===== src/design/rv32_isa_pkg.sv =====
// RV32I base ISA definitions for the fetch front end
// Machine word type, major opcodes, immediate widths and the reset vector

`default_nettype none

package rv32_isa_pkg;

    // Machine word width
    localparam int XLEN = 32;

    // Major opcode field, bits [6:0] of every 32-bit instruction
    localparam int OPCODE_W = 7;

    // Sign-extended immediate widths, the implicit zero LSB included
    localparam int IMM_B_W = 13;
    localparam int IMM_J_W = 21;

    // PCs, instructions and bus addresses
    typedef logic [XLEN-1:0] word_t;

    // Only the opcodes the front end cares about
    typedef enum logic [OPCODE_W-1:0] {
        OP_IMM = 7'b0010011,
        BRANCH = 7'b1100011,
        JALR   = 7'b1100111,
        JAL    = 7'b1101111
    } opcode_t;

    // First fetch address after reset
    localparam word_t RESET_PC = 32'h0000_0000;

endpackage

`default_nettype wire


===== src/design/fetch_pipe_pkg.sv =====
// Fetch/execute pipeline types
// Holds the record passed to execute and the result class of a fetch

`default_nettype none

package fetch_pipe_pkg;

    import rv32_isa_pkg::*;

    // Outcome of one instruction fetch, as reported by the fetch unit
    typedef enum logic [1:0] {
        FS_OK         = 2'b00,
        FS_MISALIGNED = 2'b01,
        FS_BUS_FAULT  = 2'b10
    } fetch_status_t;

    // Fetch/execute pipeline register contents
    // A faulting entry is valid with instr zeroed and one fault bit set
    typedef struct packed {
        logic  valid;
        word_t instr;
        word_t pc;
        word_t pc4;
        logic  pred_taken;
        word_t pred_addr;
        logic  mal_insn;
        logic  fault_insn;
    } fetch_ex_t;

endpackage

`default_nettype wire


===== src/design/imem_bus_if.sv =====
// Instruction-memory bus with a four-phase req/ack handshake
// Master raises req with a stable addr, slave answers with ack, rdata and err,
// master drops req, slave drops ack

`timescale 1ns/1ps
`default_nettype none

interface imem_bus_if import rv32_isa_pkg::*; ();

    logic  req;
    word_t addr;
    logic  ack;
    word_t rdata;
    logic  err;

    modport master (
        output req,
        output addr,
        input  ack,
        input  rdata,
        input  err
    );

    modport slave (
        input  req,
        input  addr,
        output ack,
        output rdata,
        output err
    );

endinterface

`default_nettype wire


===== src/design/predictor_if.sv =====
// Link between the fetch stage and the branch predictor
// The predictor answers combinationally within the same cycle

`timescale 1ns/1ps
`default_nettype none

interface predictor_if import rv32_isa_pkg::*; ();

    word_t pc;
    word_t instr;
    logic  predict_taken;
    word_t target_addr;

    modport stage (
        output pc,
        output instr,
        input  predict_taken,
        input  target_addr
    );

    modport predictor (
        input  pc,
        input  instr,
        output predict_taken,
        output target_addr
    );

endinterface

`default_nettype wire


===== src/design/instr_fetch_unit.sv =====
// Instruction fetch unit
// Runs one four-phase transfer per instruction and holds the result until
// the stage consumes it. Misaligned PCs never reach the bus, and data from
// a transfer that was overtaken by a redirect is dropped

`timescale 1ns/1ps
`default_nettype none

module instr_fetch_unit
    import rv32_isa_pkg::*;
    import fetch_pipe_pkg::*;
(
    input  logic          CLK,
    input  logic          nRST,
    input  word_t         fetch_pc,
    input  logic          redirect,
    input  logic          consume,
    imem_bus_if.master    bus,
    output logic          insn_ready,
    output word_t         insn,
    output fetch_status_t status,
    output logic          busy
);

    typedef enum logic [1:0] {
        IDLE,
        REQUEST,
        WAIT_REL,
        HOLD
    } state_t;

    state_t        state;
    state_t        next_state;
    word_t         addr_q;
    word_t         insn_q;
    fetch_status_t status_q;
    logic          discard_q;
    logic          misaligned;

    assign misaligned = fetch_pc[1:0] != 2'b00;

    always_comb begin
        next_state = state;
        case (state)
            IDLE: begin
                // Wait one cycle after a redirect so fetch_pc is the new one
                if (!redirect && !bus.ack) begin
                    next_state = misaligned ? HOLD : REQUEST;
                end
            end
            REQUEST: begin
                if (bus.ack) begin
                    next_state = WAIT_REL;
                end
            end
            WAIT_REL: begin
                if (!bus.ack) begin
                    next_state = (discard_q || redirect) ? IDLE : HOLD;
                end
            end
            HOLD: begin
                if (consume || redirect) begin
                    next_state = IDLE;
                end
            end
            default: next_state = IDLE;
        endcase
    end

    always_ff @(posedge CLK, negedge nRST) begin
        if (!nRST) begin
            state     <= IDLE;
            discard_q <= 1'b0;
        end else begin
            state <= next_state;
            if (next_state == IDLE) begin
                discard_q <= 1'b0;
            end else if (redirect && (state == REQUEST || state == WAIT_REL)) begin
                discard_q <= 1'b1;
            end
        end
    end

    always_ff @(posedge CLK) begin
        if (state == IDLE && next_state == REQUEST) begin
            addr_q <= fetch_pc;
        end
        if (state == IDLE && next_state == HOLD) begin
            insn_q   <= '0;
            status_q <= FS_MISALIGNED;
        end
        // Sample the slave's answer on ack
        if (state == REQUEST && bus.ack) begin
            insn_q   <= bus.rdata;
            status_q <= bus.err ? FS_BUS_FAULT : FS_OK;
        end
    end

    assign bus.req    = state == REQUEST;
    assign bus.addr   = addr_q;
    assign insn_ready = state == HOLD;
    assign insn       = insn_q;
    assign status     = status_q;
    assign busy       = !insn_ready;

    // Address must not move under an open request
    a_addr_stable: assert property (@(posedge CLK) disable iff (!nRST)
        bus.req && $past(bus.req) |-> $stable(bus.addr));

    // New request only once the slave has released ack
    a_req_after_ack: assert property (@(posedge CLK) disable iff (!nRST)
        $rose(bus.req) |-> !$past(bus.ack));

endmodule

`default_nettype wire


===== src/design/branch_predictor.sv =====
// Static branch predictor
// Backward conditional branches and JAL are predicted taken, forward
// branches are not, and JALR is never predicted

`timescale 1ns/1ps
`default_nettype none

module branch_predictor
    import rv32_isa_pkg::*;
(
    predictor_if.predictor pred
);

    opcode_t              opcode;
    logic [IMM_B_W-1:0]   imm_b;
    logic [IMM_J_W-1:0]   imm_j;
    word_t                imm_b_ext;
    word_t                imm_j_ext;
    word_t                pc4;

    assign opcode = opcode_t'(pred.instr[OPCODE_W-1:0]);

    // B-type immediate scattered over the upper and rd fields
    assign imm_b = {pred.instr[31], pred.instr[7], pred.instr[30:25],
                    pred.instr[11:8], 1'b0};

    // J-type immediate
    assign imm_j = {pred.instr[31], pred.instr[19:12], pred.instr[20],
                    pred.instr[30:21], 1'b0};

    assign imm_b_ext = {{(XLEN-IMM_B_W){imm_b[IMM_B_W-1]}}, imm_b};
    assign imm_j_ext = {{(XLEN-IMM_J_W){imm_j[IMM_J_W-1]}}, imm_j};
    assign pc4       = pred.pc + 32'd4;

    always_comb begin
        pred.predict_taken = 1'b0;
        pred.target_addr   = pc4;
        case (opcode)
            JAL: begin
                pred.predict_taken = 1'b1;
                pred.target_addr   = pred.pc + imm_j_ext;
            end
            BRANCH: begin
                // Negative offset means a loop, so guess taken
                if (imm_b[IMM_B_W-1]) begin
                    pred.predict_taken = 1'b1;
                    pred.target_addr   = pred.pc + imm_b_ext;
                end
            end
            JALR: begin
                // Target lives in a register, left to execute
                pred.predict_taken = 1'b0;
            end
            default: ;
        endcase
    end

endmodule

`default_nettype wire


===== src/design/fetch_stage.sv =====
// Instruction fetch stage
// Keeps the PC, picks the next PC (execute redirect, then prediction, then
// PC+4), folds fetch faults into the entry and loads the fetch/execute
// pipeline register under stall and flush

`timescale 1ns/1ps
`default_nettype none

module fetch_stage
    import rv32_isa_pkg::*;
    import fetch_pipe_pkg::*;
(
    input  logic       CLK,
    input  logic       nRST,
    input  logic       stall,
    input  logic       flush,
    input  logic       redirect_en,
    input  word_t      redirect_addr,
    imem_bus_if.master bus,
    output fetch_ex_t  fetch_ex,
    output logic       mem_busy
);

    word_t         pc;
    word_t         pc4;
    word_t         npc;
    word_t         insn;
    word_t         instr_to_ex;
    fetch_status_t status;
    logic          insn_ready;
    logic          busy;
    logic          advance;
    logic          squash;
    logic          pred_taken;
    word_t         pred_addr;
    logic          mis_redirect_q;
    fetch_ex_t     entry;

    predictor_if pred_if ();

    instr_fetch_unit fetcher (
        .CLK        (CLK),
        .nRST       (nRST),
        .fetch_pc   (pc),
        .redirect   (redirect_en),
        .consume    (advance),
        .bus        (bus),
        .insn_ready (insn_ready),
        .insn       (insn),
        .status     (status),
        .busy       (busy)
    );

    branch_predictor predictor (
        .pred (pred_if)
    );

    // Flush also holds the ready instruction so no PC is skipped
    assign advance = insn_ready && !stall && !redirect_en && !flush;

    assign squash      = status != FS_OK;
    assign instr_to_ex = squash ? '0 : insn;
    assign pc4         = pc + 32'd4;

    assign pred_if.pc    = pc;
    assign pred_if.instr = insn;

    // No prediction for an instruction that never arrived
    assign pred_taken = pred_if.predict_taken && !squash;
    assign pred_addr  = pred_taken ? pred_if.target_addr : pc4;

    always_comb begin
        if (redirect_en) begin
            npc = redirect_addr;
        end else if (advance) begin
            npc = pred_addr;
        end else begin
            npc = pc;
        end
    end

    always_ff @(posedge CLK, negedge nRST) begin
        if (!nRST) begin
            pc <= RESET_PC;
        end else begin
            pc <= npc;
        end
    end

    always_comb begin
        entry            = '0;
        entry.valid      = 1'b1;
        entry.instr      = instr_to_ex;
        entry.pc         = pc;
        entry.pc4        = pc4;
        entry.pred_taken = pred_taken;
        entry.pred_addr  = pred_addr;
        entry.mal_insn   = status == FS_MISALIGNED;
        entry.fault_insn = status == FS_BUS_FAULT;
    end

    // Redirect, flush and an empty fetch all leave a bubble behind
    always_ff @(posedge CLK, negedge nRST) begin
        if (!nRST) begin
            fetch_ex <= '0;
        end else if (!stall) begin
            fetch_ex <= advance ? entry : '0;
        end
    end

    assign mem_busy = busy;

    // Remembers whether the last redirect pointed off a word boundary
    always_ff @(posedge CLK, negedge nRST) begin
        if (!nRST) begin
            mis_redirect_q <= 1'b0;
        end else if (redirect_en) begin
            mis_redirect_q <= redirect_addr[1:0] != 2'b00;
        end
    end

    a_pc_aligned: assert property (@(posedge CLK) disable iff (!nRST)
        advance && !mis_redirect_q |=> pc[1:0] == 2'b00);

endmodule

`default_nettype wire


===== src/design/fetch_top.sv =====
// Fetch front end top level
// Wraps the fetch stage and exposes the instruction bus and the
// fetch/execute register as plain ports

`timescale 1ns/1ps
`default_nettype none

module fetch_top
    import rv32_isa_pkg::*;
    import fetch_pipe_pkg::*;
(
    input  logic  CLK,
    input  logic  nRST,
    input  logic  stall,
    input  logic  flush,
    input  logic  redirect_en,
    input  word_t redirect_addr,
    input  logic  imem_ack,
    input  word_t imem_rdata,
    input  logic  imem_err,
    output logic  imem_req,
    output word_t imem_addr,
    output logic  fe_valid,
    output word_t fe_instr,
    output word_t fe_pc,
    output word_t fe_pc4,
    output logic  fe_pred_taken,
    output word_t fe_pred_addr,
    output logic  fe_mal_insn,
    output logic  fe_fault_insn,
    output logic  mem_busy
);

    fetch_ex_t fetch_ex;

    imem_bus_if imem ();

    fetch_stage stage (
        .CLK           (CLK),
        .nRST          (nRST),
        .stall         (stall),
        .flush         (flush),
        .redirect_en   (redirect_en),
        .redirect_addr (redirect_addr),
        .bus           (imem),
        .fetch_ex      (fetch_ex),
        .mem_busy      (mem_busy)
    );

    // Slave side of the bus comes from outside
    assign imem.ack   = imem_ack;
    assign imem.rdata = imem_rdata;
    assign imem.err   = imem_err;
    assign imem_req   = imem.req;
    assign imem_addr  = imem.addr;

    assign fe_valid      = fetch_ex.valid;
    assign fe_instr      = fetch_ex.instr;
    assign fe_pc         = fetch_ex.pc;
    assign fe_pc4        = fetch_ex.pc4;
    assign fe_pred_taken = fetch_ex.pred_taken;
    assign fe_pred_addr  = fetch_ex.pred_addr;
    assign fe_mal_insn   = fetch_ex.mal_insn;
    assign fe_fault_insn = fetch_ex.fault_insn;

endmodule

`default_nettype wire


===== config.mk =====
export PLATFORM = sky130hd
export DESIGN_NAME = fetch_top
export DESIGN_NICKNAME = d
export VERILOG_FILES = /design/src/design/rv32_isa_pkg.sv /design/src/design/fetch_pipe_pkg.sv /design/src/design/imem_bus_if.sv /design/src/design/predictor_if.sv /design/src/design/instr_fetch_unit.sv /design/src/design/branch_predictor.sv /design/src/design/fetch_stage.sv /design/src/design/fetch_top.sv
export SDC_FILE = /design/constraint.sdc
export NUM_CORES = 1
export LEC_CHECK = 0
export ABC_AREA = 1
export ABC_CLOCK_PERIOD_IN_PS = 4950
export BUFFER_PORTS_ARGS = -buffer_cell sky130_fd_sc_hd__buf_2
export CAP_MARGIN = 20
export CORE_MARGIN = 4
export CORE_UTILIZATION = 35
export CTS_CLUSTER_SIZE = 16
export DETAILED_ROUTE_END_ITERATION = 10
export GPL_ROUTABILITY_DRIVEN = 0
export PLACE_DENSITY_LB_ADDON = 0.2
export SKIP_LAST_GASP = 1
export SYNTH_ARGS = -nofsm -noshare
export SYNTH_HDL_FRONTEND = slang
export SYNTH_SLANG_ARGS = --single-unit
export TNS_END_PERCENT = 5

===== constraint.sdc =====
create_clock -name CLK -period 4.95 [get_ports CLK]
set_clock_uncertainty 0.05 [all_clocks]
set_input_delay 0.2475 -clock CLK [delete_from_list [all_inputs] [get_ports CLK]]
set_output_delay 0.2475 -clock CLK [all_outputs]
set_load 0.01 [all_outputs]

== Word-level counts from Yosys, hierarchy flattened ==
Index checks and enable logic that the tools add are counted.
Storage, ports and cells
  register bits after elaboration: 233
  input bits: 71
  output and inout bits: 166
  word-level logic and storage cells: 74
Cells by class
  add/subtract/negate cells: 3
  equality and inequality tests: 9
  multiplexer cells: 23
  reductions and logical operators: 25
Operator list (count)
  $mux W32: 7
  $mux W132: 1
  $add A32 B32 Y32: 2
  $pmux W32 S2: 1
  $add A32 B3 Y32 const B: 1
  $mux W2: 9
  $eq A7 B7 Y1 const B: 2
  $reduce_bool A2 Y1: 5
  $logic_and A1 B1 Y1: 9
  $eq A2 B2 Y1 const B: 4
  $pmux W2 S4: 1
  $eq A2 B1 Y1 const B: 3
  $logic_not A1 Y1: 6
  $logic_not A2 Y1: 2
  $logic_or A1 B1 Y1: 3
  $mux W1: 3
  $pmux W1 S2: 1

== Depth between registers and ports, before layout ==
  depth in word-level cells: 11
  depth in mapped cells: 17
  mapped depth without buffers: 16

== Cells and area by module ==
From an unflattened synthesis, not the netlist that was laid out.
Second synthesis, totals
  cells, all modules: 2192
  area, all modules: 15337.2 sq um
Modules (own cells, without submodules)
  fetch_stage: instances 1, cells each 865, area an instance 7407.1 sq um
  branch_predictor: instances 1, cells each 1140, area an instance 5351.4 sq um
  instr_fetch_unit: instances 1, cells each 187, area an instance 2578.7 sq um

== Worst setup path before layout ==
OpenSTA, ideal clock, no wires.
  kind: register -> register
  start point: register stage.fetcher.state[0]
  end point: register stage.fetcher.insn_q[0], in the netlist stage.fetcher.insn[0] (enable)
  setup time: 472 ps
  arrival time: 3605 ps
  data required time: 4428 ps
  setup slack: 823 ps
  cell stages (with the launch flop): 10
  path through: dfrtp_1 > ha_1 > inv_1 > nor2_1 > o21ai_0 > nand2_1 > nand2_1 > a31oi_1 > inv_1 > o21ai_0
On the way
  word-level cells in the longest chain between the ends: 10
  elaborated cells on any way between the ends: 17
  those cells by class: eq/ne: 4; mux: 5; reduce/logical: 8
Ends and longest elaborated chain
  start, declared: RTL line instr_fetch_unit.sv:32  | state_t state;
  start signal, assigned: RTL line instr_fetch_unit.sv:75  | state <= next_state;
  $eq A2 B2 Y1: RTL line instr_fetch_unit.sv:44, instr_fetch_unit.sv:101
  $logic_and A1 B1 Y1 (3 in series): RTL line fetch_stage.sv:59  | assign advance = insn_ready && !stall && !redirect_en && !flush;
  $logic_or A1 B1 Y1: RTL line instr_fetch_unit.sv:62  | if (consume || redirect) begin
  $mux W2: RTL line instr_fetch_unit.sv:62
  $pmux W2 S4 *: RTL line instr_fetch_unit.sv:44  | case (state)
  via stage.fetcher.next_state[0]: RTL line instr_fetch_unit.sv:33  | state_t next_state;
  $eq A2 B2 Y1 *: RTL line instr_fetch_unit.sv:88  | if (state == IDLE && next_state == HOLD) begin
  $logic_and A1 B1 Y1 *: RTL line instr_fetch_unit.sv:88
  $reduce_bool A2 Y1 (no source line) *
  end signal, assigned: RTL line instr_fetch_unit.sv:94  | insn_q <= bus.rdata;
  end, declared: RTL line instr_fetch_unit.sv:35  | word_t insn_q;
Mark *: on every way through the listed nets, which the timed path passes. The rest lies on a longest branch.
A chain may end at the register's enable or synchronous reset.

== Worst setup path in the final report ==
  start point: register stage.fetcher.insn_q[0], in the netlist stage.fetcher.insn[0]
  end point: register stage.pc[18]
On the way
  word-level cells in the longest chain between the ends: 6
  elaborated cells on any way between the ends: 8
  those cells by class: eq/ne: 2; mux: 5; reduce/logical: 1
Ends and longest elaborated chain
  $eq A7 B7 Y1: RTL line branch_predictor.sv:38  | case (opcode)
  $pmux W1 S2: RTL line branch_predictor.sv:38
  $logic_and A1 B1 Y1: RTL line fetch_stage.sv:69  | assign pred_taken = pred_if.predict_taken && !squash;
  $mux W32 *: RTL line fetch_stage.sv:70  | assign pred_addr = pred_taken ? pred_if.target_addr : pc4;
  $mux W32 *: RTL line fetch_stage.sv:75  | end else if (advance) begin
  $mux W32 *: RTL line fetch_stage.sv:73  | if (redirect_en) begin
  end signal, assigned: RTL line fetch_stage.sv:86  | pc <= npc;
  end, declared: RTL line fetch_stage.sv:24  | word_t pc;
Mark *: on every way between the ends. The rest lies on a longest branch, timed or not. The select of a mux whose other input is x is not followed.

==> results.md <==
* Max-cap violation count at 0
* CP max FO at 25
* Hold WC Path Type: input pin to register
* Hold Path Cell Cnt at 3
* Crit path DAT at 3.46 ns
* Worst VDD drop at 316.7 uV
* Tot Pwr at 7.454 mW
* P&R area growth vs syn at 23.01%
* Vias at 13750
* # diodes at 0
* Number of global-route vias before repair at 13320
* Synth warn at 0
* Met1 global-route usage at 30.74%
* Top FF cell, synth: dfrtp_1
* Initial antenna violation count at 3
* Clock buffer depth at 3
* WS Path Type: register to register
* Reg2Reg Depth at 10
* Met2 Resource Use GR at 36.96%
* Global route total overflow at 0
* Die height at 207.1 um
* Global-route wire length before repair at 78690 um
* Layout cell share with drive strength beyond 1 at 15.82%
* Pwr/cell area at 436.9 mW/mm2
* GRT Total Usage at 22.99%
* H-Tree Depth at 1
* Post-DP HPWL at 39170 um
* CTS buffer count at 26
* Setup TNS at 0 ns
* Skew-Pair Late Insertion Delay at 0.54 ns
* Clock Tree Root: clkbuf_16
* Synth unique cells at 52
* Reg clk slew, reported paths at 0.06 ns
* Yosys reg bits at 230
* Post-synthesis sequential area ratio at 43.88%
* Worst Path Required at 5.32 ns
* Die area at 0.04288 mm2
* Crit-path slowest cell: a21oi_4
* Placement row count at 72
* Worst reg2reg setup slack at 1.86 ns
* Die width at 207.1 um
* Pin count of the biggest net entering global routing at 97
* Critical hold path startpoint: imem_rdata[15]
* Layer with the highest usage: met2
* Worst Tran Pin Value at 1.111 ns
* LEAKAGE at 9.066 nW
* Slew HR at 25.90%
* Area of the mapped netlist at 0.01387 mm2
* Syn Area/Cell at 7.453 um2
* WP buf/inv at 2
* Setup crit end kind: register
* Via/cell ratio at 5.131
* Minimum clock period at 3.085 ns
* Share of the synthesized area in the top cell type at 29.59%
* Final WL at 51120 um
* Starting Density at 35.64%
* Crit path cell chain: nand2_1, nor3_2, nand2_1, nor2_2, buf_4, inv_2, a21oi_4, nand3_1, nand2_1, nand3_1
* Routed Antenna Nets at 0
* Io pins at 237
* Most frequent cells in the layout: nand2_1 (648), inv_1 (256), buf_2 (234), dfrtp_1 (164), nor2_1 (133)
* DRC viols at 0
* Initial DRT Pass Iterations at 6
* Met3 Track Usage GR at 5.401%
* RSZ-0062 raised after global routing: false
* Area contributors post-synth: dfrtp_1 (30%), nand2_1 (18%), edfxtp_1 (14%), inv_1 (6.9%), nand3_1 (4.7%)
* Cell taking the most area after synthesis: dfrtp_1
* Final setup fails at 0
* CTS tree: built
* Syn Nets at 1982
* I/O Buffers at 236
* Most common cell after layout, fill and taps aside: nand2_1
* Routed length per instance at 19.07 um
* Final hold vios at 0
* Slew Viols, Final at 0
* Fmax at 324.1 MHz
* EDFF count, synth at 66
* Status: completed
* Worst r2r dst: stage.pc[18]
* Clock sinks at 230
* CP top delay family: simple AND/OR/NAND/NOR gates
* Async set-reset flop share out of synthesis at 71.30%
* Reg2reg start: stage.fetcher.insn[0]
* Crit-path most repeated cell: nand2_1
* Hold EP: stage.fetcher.insn[15]
* Critical Path Max Stage Delay at 0.71 ns
* Core Area at 0.03892 mm2
* Final period utilization at 62.33%
* Nets at 2263
* Critical Path Start Type: register
* DR iter-0 viols at 1208
* Synthesized instance count at 1861
layer usage:
layer | routed length (um) | vias to the layer above
met5 | 26 | -
met1 | 21870 | 6506
met2 | 22910 | 570
met3 | 4263 | 114
li1 | - | 6558
met4 | 2046 | 4
cells in the mapped netlist (2+ instances only):
library cell / number
o31ai_1: 3
fa_1: 2
nand2_1: 648
buf_1: 4
inv_2: 8
o211ai_1: 8
a21oi_2: 2
xnor2_1: 5
or2_2: 4
nor3_4: 5
buf_2: 10
o21bai_1: 5
dfrtp_1: 164
nand3_2: 3
a32o_1: 30
nand4_1: 17
edfxtp_1: 66
buf_6: 2
a21oi_1: 58
o22ai_1: 3
buf_4: 5
nor2_2: 5
nand2_2: 9
nor2_4: 2
nor2_1: 134
nand2_4: 2
o21ai_1: 6
and2_1: 2
nor3_1: 21
clkbuf_1: 32
nor3_2: 8
nand3_1: 129
or2_1: 4
nand3b_1: 8
o21ai_0: 107
ha_1: 48
inv_1: 256
xor2_1: 16
a31oi_1: 3
a22o_1: 4
o2111ai_1: 2
layout make-up:
class                      count  area [um2]
clock buffer                  36       750.7
inverter                     265       996.0
tap                          518       648.1
timing repair buffer         308        1891
clock inverter                12       138.9
fill                        4047       21850
sequential                   230        6086
multi-input combinational   1311        6553
through the flow:
| stage | hold slack [ns] | std cells | area, um2 | util [%] | setup WS [ns] |
|---|---|---|---|---|---|
| after floorplan | -0.09809 | 1861 | 13870 | - | 0.8230 |
| after global placement | 0.2281 | 2572 | 15560 | 39.99 | 1.886 |
| after detailed placement | 0.2252 | 2573 | 15580 | 40.04 | 1.877 |
| after CTS | 0.0005485 | 2680 | 17060 | 43.84 | 1.870 |
| after global routing | 0.02069 | 2680 | 17060 | 43.84 | 1.642 |
| final | 0.01076 | 2680 | 17060 | 43.84 | 1.865 |
worst register-to-register path: cells and delay by family, from the launching register on:
| family | cells | cell delay, ns |
|---|---|---|
| buffers and inverters | 2 | 0.46 |
| DFF | 1 | 0.35 |
| and+or+nand+nor | 7 | 1.39 |
| AOI/OAI and AO/OA | 1 | 0.71 |
power by group:
group          total (mW)  leakage [nW]  switching, mW  internal [mW]
combinational        2.87          5.79           1.99          0.884
sequential           2.57          2.84          0.262           2.31
clock                2.01         0.438          0.794           1.22
total                7.45          9.07           3.04           4.41
repair_timing:
action                                 in CTS  in global routing
endpoints found under the hold margin     113                  0
buffers inserted                            0                  0
hold buffers                               59                  0
gates resized for setup                     0                  0
logic make-up (layout without fill, tap and decap cells):
group,after synthesis,after routing,synth area share [%]
and+or+nand+nor,1004,1004,30.75
buffers and inverters,320,621,9.047
AOI/OAI and AO/OA,236,236,10.38
DFF,230,230,43.88
adders and majority gates,50,50,4.618
xor gates and xnor gates,21,21,1.326
how the worst max path moves through the flow:
| stage | startpoint | end | slack (ns) | cells past startpoint |
|---|---|---|---|---|
| 6_report | stage.fetcher.insn[0] | stage.pc[18] | 1.86 | 10 |
| 4_1_cts | stage.fetcher.insn[4] | stage.pc[18] | 1.87 | 11 |
| 3_5_place_dp | stage.fetcher.insn[0] | stage.pc[18] | 1.88 | 10 |
| 5_1_grt | stage.fetcher.state[0] | stage.pc[27] | 1.64 | 9 |
| 3_3_place_gp | stage.fetcher.insn[0] | stage.pc[18] | 1.89 | 10 |
| 2_1_floorplan | stage.fetcher.state[0] | stage.fetcher.insn[0] | 0.82 | 9 |
sequential cells by signal, indices dropped and copies added, names as in the netlist:
name and cells:
stage.fetcher.discard_q 1, stage.fetch_ex 129, stage.fetcher.state 2, stage.pc 32, stage.fetcher.bus.addr 32, stage.fetcher.insn 32
stage.fetcher.status 2
No activity file was read; power rests on OpenSTA's default activity.
